### src/hw/divider_defines.svh
// divider sizing; DIV_DIGITS_PER_STEP must divide DIV_WIDTH and DIV_COUNT_BITS must hold DIV_STEPS
`ifndef DIVIDER_DEFINES_SVH
`define DIVIDER_DEFINES_SVH

// operand width for dividend, divisor, quotient and remainder
`define DIV_WIDTH 32

// quotient bits resolved per clock
// one controlled-subtract stage per bit
`define DIV_DIGITS_PER_STEP 4

// clocks of calculation per division
`define DIV_STEPS (`DIV_WIDTH / `DIV_DIGITS_PER_STEP)

// step counter width, must reach DIV_STEPS - 1
`define DIV_COUNT_BITS 4

`endif

### src/hw/divider_pkg.sv
// types for the unsigned divider; widths come from the defines header on the include path
`default_nettype none

`include "divider_defines.svh"

package divider_pkg;

    // dividend, divisor, quotient or remainder
    typedef logic [`DIV_WIDTH-1:0] div_word_t;

    // quotient bits of one step, msb resolved first
    typedef logic [`DIV_DIGITS_PER_STEP-1:0] div_digits_t;

    // calculation step index
    typedef logic [`DIV_COUNT_BITS-1:0] div_count_t;

    // control states
    typedef enum logic [1:0] {
        div_idle = 2'd0,
        div_calc = 2'd1,
        div_done = 2'd2
    } div_state_e;

endpackage

`default_nettype wire

### src/hw/div_control_fsm.sv
// divider control; start is only taken while ready is high, no abort once a division has begun
`timescale 1ns/10ps
`default_nettype none

`include "divider_defines.svh"

module div_control_fsm (
    input  wire  ctl_clk,
    input  wire  reset,
    input  wire  start,
    input  wire  last_step,
    output logic ready,
    output logic load,
    output logic calc_en,
    output logic finish
);
    import divider_pkg::*;

    div_state_e state;
    div_state_e next_state;

    // request taken only while idle or done
    assign load = start & ready;

    // datapath shifts in every calc cycle
    assign calc_en = (state == div_calc);

    // high for the cycle after calc is left
    // results are taken from the registers at its end
    assign finish = (state == div_done);

    // next state
    always_comb begin
        next_state = state;
        case (state)
            div_idle: begin
                if (load) begin
                    next_state = div_calc;
                end
            end
            div_calc: begin
                // last of the DIV_STEPS steps
                if (last_step) begin
                    next_state = div_done;
                end
            end
            div_done: begin
                // back-to-back request skips idle
                if (load) begin
                    next_state = div_calc;
                end else begin
                    next_state = div_idle;
                end
            end
            default: begin
                next_state = div_idle;
            end
        endcase
    end

    always_ff @(posedge ctl_clk) begin
        if (!reset) begin
            state <= div_idle;
        end else begin
            state <= next_state;
        end
    end

    // ready tracks the state it is registered with
    // low through calc and while in reset
    always_ff @(posedge ctl_clk) begin
        if (!reset) begin
            ready <= 1'b0;
        end else begin
            ready <= (next_state != div_calc);
        end
    end

endmodule

`default_nettype wire

### src/hw/div_step_counter.sv
// step counter; holds at zero outside calculation, so calc_en must stay high for a whole division
`timescale 1ns/10ps
`default_nettype none

`include "divider_defines.svh"

module div_step_counter (
    input  wire  ctl_clk,
    input  wire  reset,
    input  wire  calc_en,
    output logic last_step
);
    import divider_pkg::*;

    div_count_t count;

    // zero on entry to calc
    // one increment per resolved step
    always_ff @(posedge ctl_clk) begin
        if (!reset) begin
            count <= '0;
        end else if (calc_en) begin
            count <= count + 1'b1;
        end else begin
            count <= '0;
        end
    end

    // final step in progress
    // fsm leaves calc on this edge
    assign last_step = (count == div_count_t'(`DIV_STEPS - 1));

endmodule

`default_nettype wire

### src/hw/div_stage_chain.sv
// restoring subtract chain, zero latency; partial_rem must be below divisor unless divisor is zero
`timescale 1ns/10ps
`default_nettype none

`include "divider_defines.svh"

module div_stage_chain (
    input  wire divider_pkg::div_word_t   partial_rem,
    input  wire divider_pkg::div_digits_t dividend_bits,
    input  wire divider_pkg::div_word_t   divisor,
    output divider_pkg::div_word_t        next_rem,
    output divider_pkg::div_digits_t      digits
);
    import divider_pkg::*;

    // running remainder between stages
    // entry 0 is the registered remainder
    div_word_t rem_chain [0:`DIV_DIGITS_PER_STEP];

    assign rem_chain[0] = partial_rem;

    genvar i;
    for (i = 0; i < `DIV_DIGITS_PER_STEP; i = i + 1) begin : g_stage
        // one extra bit holds the shifted remainder
        logic [`DIV_WIDTH:0] shifted;
        logic [`DIV_WIDTH:0] diff;
        logic                borrow;

        // shift in next dividend bit, msb first
        assign shifted = {rem_chain[i], dividend_bits[`DIV_DIGITS_PER_STEP-1-i]};

        // shifted < 2*divisor, so the top bit is the sign
        assign diff   = shifted - {1'b0, divisor};
        assign borrow = diff[`DIV_WIDTH];

        // quotient bit set when the divisor fits
        assign digits[`DIV_DIGITS_PER_STEP-1-i] = ~borrow;

        // restore on borrow
        // zero divisor never borrows, remainder collects the dividend
        assign rem_chain[i+1] = borrow ? shifted[`DIV_WIDTH-1:0] : diff[`DIV_WIDTH-1:0];
    end

    assign next_rem = rem_chain[`DIV_DIGITS_PER_STEP];

endmodule

`default_nettype wire

### src/hw/div_datapath.sv
// divider registers; operands sampled only on load, results hold until the next finish
`timescale 1ns/10ps
`default_nettype none

`include "divider_defines.svh"

module div_datapath (
    input  wire                           ctl_clk,
    input  wire                           reset,
    input  wire                           load,
    input  wire                           calc_en,
    input  wire                           finish,
    input  wire divider_pkg::div_word_t   dividend,
    input  wire divider_pkg::div_word_t   divisor,
    input  wire divider_pkg::div_digits_t digits,
    input  wire divider_pkg::div_word_t   next_rem,
    output divider_pkg::div_word_t        partial_rem,
    output divider_pkg::div_digits_t      dividend_bits,
    output divider_pkg::div_word_t        divisor_held,
    output divider_pkg::div_word_t        quotient,
    output divider_pkg::div_word_t        remainder,
    output logic                          done
);
    import divider_pkg::*;

    // dividend bits leave at the top, quotient bits enter at the bottom
    // holds the whole quotient after DIV_STEPS shifts
    div_word_t dvd_shift;

    // unconsumed dividend bits for this step
    assign dividend_bits = dvd_shift[`DIV_WIDTH-1 -: `DIV_DIGITS_PER_STEP];

    // working registers
    always_ff @(posedge ctl_clk) begin
        if (load) begin
            divisor_held <= divisor;
            partial_rem  <= '0;
            dvd_shift    <= dividend;
        end else if (calc_en) begin
            partial_rem <= next_rem;
            // one step of dividend out, one step of digits in
            dvd_shift <= {dvd_shift[`DIV_WIDTH-`DIV_DIGITS_PER_STEP-1:0], digits};
        end
    end

    // result registers
    // load may coincide with finish, old values are read here
    always_ff @(posedge ctl_clk) begin
        if (!reset) begin
            quotient  <= '0;
            remainder <= '0;
            done      <= 1'b0;
        end else if (finish) begin
            quotient  <= dvd_shift;
            remainder <= partial_rem;
            done      <= 1'b1;
        end else begin
            // single-cycle pulse
            done <= 1'b0;
        end
    end

endmodule

`default_nettype wire

### src/hw/divider_top.sv
// unsigned restoring divider, DIV_STEPS+1 clocks per result; divide by zero gives all ones and dividend
`timescale 1ns/10ps
`default_nettype none

`include "divider_defines.svh"

module divider_top (
    input  wire                         ctl_clk,
    input  wire                         reset,
    input  wire                         start,
    input  wire divider_pkg::div_word_t dividend,
    input  wire divider_pkg::div_word_t divisor,
    output logic                        ready,
    output logic                        done,
    output divider_pkg::div_word_t      quotient,
    output divider_pkg::div_word_t      remainder
);

    // fsm controls
    logic load;
    logic calc_en;
    logic finish;
    logic last_step;

    // datapath to chain
    divider_pkg::div_word_t   partial_rem;
    divider_pkg::div_digits_t dividend_bits;
    divider_pkg::div_word_t   divisor_held;

    // chain back to datapath
    divider_pkg::div_word_t   next_rem;
    divider_pkg::div_digits_t digits;

    div_control_fsm u_fsm (
        .ctl_clk   (ctl_clk),
        .reset     (reset),
        .start     (start),
        .last_step (last_step),
        .ready     (ready),
        .load      (load),
        .calc_en   (calc_en),
        .finish    (finish)
    );

    div_step_counter u_counter (
        .ctl_clk   (ctl_clk),
        .reset     (reset),
        .calc_en   (calc_en),
        .last_step (last_step)
    );

    div_datapath u_datapath (
        .ctl_clk       (ctl_clk),
        .reset         (reset),
        .load          (load),
        .calc_en       (calc_en),
        .finish        (finish),
        .dividend      (dividend),
        .divisor       (divisor),
        .digits        (digits),
        .next_rem      (next_rem),
        .partial_rem   (partial_rem),
        .dividend_bits (dividend_bits),
        .divisor_held  (divisor_held),
        .quotient      (quotient),
        .remainder     (remainder),
        .done          (done)
    );

    // DIV_DIGITS_PER_STEP quotient bits per clock
    div_stage_chain u_chain (
        .partial_rem   (partial_rem),
        .dividend_bits (dividend_bits),
        .divisor       (divisor_held),
        .next_rem      (next_rem),
        .digits        (digits)
    );

endmodule

`default_nettype wire

### config.mk
export PLATFORM = sky130hd
export DESIGN_NAME = divider_top
export DESIGN_NICKNAME = d
export VERILOG_FILES = /design/src/hw/divider_pkg.sv /design/src/hw/div_control_fsm.sv /design/src/hw/div_step_counter.sv /design/src/hw/div_stage_chain.sv /design/src/hw/div_datapath.sv /design/src/hw/divider_top.sv
export VERILOG_INCLUDE_DIRS = /design/src /design/src/hw
export SDC_FILE = /design/constraint.sdc
export NUM_CORES = 1
export LEC_CHECK = 0
export CAP_MARGIN = 15
export CORE_UTILIZATION = 55
export DETAILED_ROUTE_END_ITERATION = 7
export DONT_BUFFER_PORTS = 1
export PLACE_DENSITY = 0.7
export SKIP_LAST_GASP = 1
export SLEW_MARGIN = 5
export SYNTH_ARGS = -nofsm -noshare
export SYNTH_HDL_FRONTEND = slang
export SYNTH_HIERARCHICAL = 1
export SYNTH_SLANG_ARGS = --single-unit
### constraint.sdc
create_clock -name ctl_clk -period 33.5 [get_ports ctl_clk]
set_input_delay 3.35 -clock ctl_clk [delete_from_list [all_inputs] [get_ports ctl_clk]]
set_output_delay 3.35 -clock ctl_clk [all_outputs]
set_load 0.01 [all_outputs]
* Word level (Yosys, flattened, before mapping) *
Cells that the tools add are included.

storage, ports and cells
  bits in registers = 168
  input bits = 67
  output and inout port bits = 66
  logic and storage cells = 37

operators by class
  add/sub/neg operators = 5
  equal/unequal tests = 4
  muxes and demuxes = 11
  bitwise operators = 5
  reduce and logical (&&, ||, !) cells = 3

operators with widths
  operator               number
  $mux W32               6
  $sub A33 B32 Y33       4
  $pmux W2 S3            1
  $add A4 B1 Y4 const B  1
  $eq A4 B3 Y1 const B   1
  $mux W2                2
  $not A1 Y1             4
  $eq A2 B1 Y1 const B   1
  $eq A2 B2 Y1 const B   1
  $logic_not A2 Y1       1
  $mux W1                2
  $ne A2 B1 Y1 const B   1
  $reduce_and A2 Y1      1
  $reduce_bool A2 Y1     1
  $and A1 B1 Y1          1

* Depth between registers and ports, before layout *
  depth in word-level cells = 10
  mapped depth = 62
  depth with buffers taken out = 56

* Modules after synthesis *
Netlist, hierarchy kept.

modules (own cells, without submodules)
  module            instances  cells an instance  area each (um^2)  seq. area each (um^2)
  div_stage_chain   1          1225               8280.4            0.0
  div_datapath      1          416                5947.0            3863.7
  div_step_counter  1          16                 153.9             80.1
  div_control_fsm   1          11                 117.6             60.1

* Least setup slack after synthesis *
No wires, ideal clock.

  path type = flip-flop to flip-flop
  start point = reg u_datapath.dvd_shift[31]
  end point = reg u_datapath.partial_rem[4]
  library setup time = 117 ps
  arrival = 12035 ps
  required time = 33383 ps
  slack = 21348 ps
  cell stages (with the launch flop) = 59
  buffers on the path = 8
  clock period less this slack = 12152 ps
  cell sequence = edfxtp_1 buf_4 inv_1 ha_1 inv_1 fa_1 a211oi_1 o21ai_0 nand3_1 a21oi_1 o21ai_1 xor2_1 buf_2 clkinv_1 clkbuf_1 nand2_1 nand2_1 ha_1 [... 23 more ...] nor2_1 a31oi_1 ha_1 a211oi_1 o21ai_0 a221o_1 a21o_1 or4_1 a21oi_1 a21oi_1 a31oi_2 xor2_1 nor2_1 clkbuf_1 a32o_1 a31o_1 mux2i_1 nor2_1

on the way
  longest elaborated chain between the ends = 8

ends and longest elaborated chain
  item                    RTL line               RTL
  start, declared         div_datapath.sv:28     div_word_t dvd_shift;
  start signal, assigned  div_datapath.sv:38     dvd_shift <= dividend;
  start signal, assigned  div_datapath.sv:42     dvd_shift <= {dvd_shift[`DIV_WIDTH-`DIV_DIGITS_PER_STEP-1:0], digits};
  $sub A33 B32 Y33        div_stage_chain.sv:33  assign diff = shifted - {1'b0, divisor};
  $mux W32 *              div_stage_chain.sv:41  assign rem_chain[i+1] = borrow ? shifted[`DIV_WIDTH-1:0] : diff[`DIV_WIDTH-1:0];
  $sub A33 B32 Y33        div_stage_chain.sv:33
  $mux W32 *              div_stage_chain.sv:41
  $sub A33 B32 Y33        div_stage_chain.sv:33
  $mux W32 *              div_stage_chain.sv:41
  $sub A33 B32 Y33        div_stage_chain.sv:33
  $mux W32 *              div_stage_chain.sv:41
  net next_rem[4]         divider_top.sv:31      divider_pkg::div_word_t next_rem;
  end signal, assigned    div_datapath.sv:40     partial_rem <= next_rem;
  end, declared           div_datapath.sv:17     output divider_pkg::div_word_t partial_rem,

The timed path passes the listed nets; every way through them passes the cells marked *.
A chain may end at the register's enable or synchronous reset.

* Final worst setup path *
  start point = reg u_datapath.divisor_held[0]
  end point = reg u_datapath.partial_rem[24]

on the way
  longest elaborated chain between the ends = 8

ends and longest elaborated chain
  item                    RTL line               RTL
  start, declared         div_datapath.sv:19     output divider_pkg::div_word_t divisor_held,
  start signal, assigned  div_datapath.sv:36     divisor_held <= divisor;
  $sub A33 B32 Y33        div_stage_chain.sv:33
  $mux W32                div_stage_chain.sv:41
  $sub A33 B32 Y33        div_stage_chain.sv:33
  $mux W32                div_stage_chain.sv:41
  $sub A33 B32 Y33        div_stage_chain.sv:33
  $mux W32                div_stage_chain.sv:41
  $sub A33 B32 Y33        div_stage_chain.sv:33
  $mux W32 *              div_stage_chain.sv:41
  net next_rem[24]        divider_top.sv:31

Marks and branches as above.

==> results.ini <==
[status]
outcome=finished clean

[worst_hold_path]
hold_path_depth=1
min_from=u_counter/count[0]
hold-path-endpoint=u_counter/count[0]
hold_class=register to register

[critical_path]
cp_slowest_cell=buf_4
r2r_end=u_datapath/partial_rem[24]
worst-setup-path-type=register to register
critPathMaxStageDelay_ns=0.69
critPathLaunchType=register
rr_worst_depth=50
crit_required_ns=33.87
worst_setup_path_end_kind=register
arrival_ns=15.90
worstPathMaxFanout=77
r2r-start=u_datapath/divisor_held[0]
rrSetupSlack_ns=17.97

[route]
drt_wl_total_mm=41.76
dr.pass1.iters=6
drc=0
vias=12420
wl_per_cell_um=21.06
ant_nets=0
detail_route.iter0.violations=1003
viasPerCell=6.263

[clock_tree]
cts-root-buf=clkbuf_16
htreeDepth=4
clk_pin_slew_ns=0.09
cts.sinks=168
clk_latency_ns=0.44
clock_path_buffers=2
hold_buffers=0
cts_tree=yes
cts_setup_buffers=0
cts-resized-gates=0
cts_buffers=17

[floorplan]
core_region_area_sq_um=25980
ios=133
die_w_um=164.4
dieArea_sq_um=27010
start_util_pct=55.80
dieHeight_um=164.4
num_rows=59

[final_layout]
syn_to_final_growth_pct=5.583
nets=1833
drive_above_1_share_pct=5.589
fin_util_pct=58.91
final-instance-count-excl-fill=1983

[sta]
finClkSkew_ns=0.01444
fin_ws_ns=17.97
slew_headroom_pct=27.26
maxClockFrequency_mhz=64.38
setup_tns_ns=0
finalCriticalPeriod_ns=15.53
rsz0062_at_grt=false
timing.final.crit_share_pct=46.37
tightest_slew_ns=1.077
hold_violations=0
final-setup-viol-count=0
slew_violations=0

[logic_synthesis]
synthAdderAreaFrac_pct=11.68
netlist_instances=1668
ys_ff_latch=168
synthTopCellsByCount=nand2_1, ha_1, nor2_1
netlist_area_sq_um=14500
synth.area.mux_share_pct=10.64
synth_largest_area_cell=dfxtp_1
yosysTopAreaCellShare_pct=14.36
synth_fp_nets=1868
synth-compound-area-share_pct=21.54
synth_edf_count=64
synthSimpleGateAreaFrac_pct=16.37
post_synth.cell_area_avg_sq_um=8.692
synth_top_family_by_area=compound AO/OA/AOI/OAI gates
synthArstFlopShare_pct=0
ys_top_cells_by_area=dfxtp_1, edfxtp_1, ha_1
ys_types=90
synth_most_common_cell=nand2_1
synthFlopType=dfxtp_1
synth-xor-area-share_pct=7.292
seq_area_frac_synth_pct=27.61
ys_warn_count=6

[placement]
port_buffers=0
place.gp.congestion=0.9645
dp_slack_ns=18.51
dp_hpwl_mm=30.80
dp.cells=1949

[grt]
busiest_layer=met2
grt_pass1_wl_mm=64.76
antenna_found_initial=3
grt_pass1_vias=11730
met1_usage_pct=42.16
grt_use_met2_pct=48.56
overflow=0
met3_usage_pct=6.742
grt_use_total_pct=31.17
grt_max_degree=78

[job]
cap_viol_max_count=0

-- per-stage QoR --
stage,instance area [sq um],hold WS (ns)
after CTS,15300,0.4540
final,15310,0.4552
after detailed placement,14660,0.4368
after global routing,15310,0.4790
after floorplan,14500,0.4175
after global placement,14660,0.4312
-- state kept, by name, summed over array words and instances, names as in the netlist --
signal,cells
u_datapath/done,1
u_fsm/ready,1
u_datapath/divisor_held,32
u_counter/count,4
u_datapath/remainder,32
u_datapath/quotient,32
u_fsm/state,2
u_datapath/partial_rem,32
u_datapath/dvd_shift,32
-- logic make-up (layout without fill, tap and decap cells) --
group           after synthesis  count (layout)
mux                         149             149
xor+xnor                    119             119
fa+ha+maj                   133             133
buf+inv                     150             128
other cells                   0               2
simple gates                490             490
flops                       168             168
compound gates              459             459
-- layer usage --
layer	wire, um	vias to the layer above	part of all wire (%)
met5	10	-	0.024
met4	1264	2	3.0
met3	3290	73	7.9
met2	18360	449	44
met1	18830	5853	45
li1	-	6043	-
-- layout make-up --
cell class	count	area, sq um
diodes	2	5.005
clock buffers	17	425.4
clock inverters	15	214.0
fillers	2358	10680
inverters	83	314.1
multi-input cells	1350	9829
flip-flops and latches	168	4004
well taps	335	419.2
repair buffers	13	97.59
-- worst max-delay path: cells and delay by family, from the launching register on --
family                     cells  cell delay, ns
buffers and inverters          7            2.34
muxes                          2            0.54
and+or+nand+nor                9            2.51
DFF                            1            0.49
AOI/OAI and AO/OA             25            7.59
xor gates and xnor gates       2            0.35
adders and majority gates      5            1.55
-- placed cells by master, fill, tap and decap left out, types with 17 or more instances in the layout --
| cell type | synthesis | layout |
|---|---|---|
| mux2i_1 | 108 | 108 |
| a21o_1 | 61 | 61 |
| dfxtp_1 | 104 | 104 |
| nor3_1 | 19 | 19 |
| o21a_1 | 18 | 18 |
| nor2b_1 | 77 | 76 |
| a22oi_1 | 20 | 20 |
| xnor2_1 | 77 | 77 |
| nand2_1 | 161 | 161 |
| edfxtp_1 | 64 | 64 |
| a21oi_1 | 107 | 107 |
| a31oi_1 | 20 | 20 |
| mux2_1 | 22 | 22 |
| mux2_2 | 19 | 19 |
| o21ai_0 | 68 | 68 |
| nand3_1 | 19 | 19 |
| xor2_1 | 40 | 39 |
| inv_1 | 80 | 80 |
| a32oi_1 | 18 | 18 |
| o21ai_1 | 22 | 22 |
| nand2b_1 | 19 | 19 |
| nor2_1 | 114 | 113 |
| ha_1 | 129 | 129 |
| clkbuf_16 | 0 | 17 |
-- worst max-delay path by stage --
stage | slack, ns | to | from | cells past startpoint
final | 17.97 | u_datapath/partial_rem[24] | u_datapath/divisor_held[0] | 50
after global routing | 17.32 | u_datapath/partial_rem[8] | u_datapath/divisor_held[0] | 50
after CTS | 18.43 | u_datapath/partial_rem[15] | u_datapath/divisor_held[0] | 51
after detailed placement | 18.51 | u_datapath/partial_rem[15] | u_datapath/divisor_held[0] | 51
after global placement | 18.81 | u_datapath/partial_rem[15] | u_datapath/divisor_held[1] | 50
after floorplan | 21.35 | u_datapath/partial_rem[4] | u_datapath/dvd_shift[31] | 58
Power is left out: the tool's default activity adds up to more than one toggle a clock period on the data nets, which glitch-free logic cannot reach.
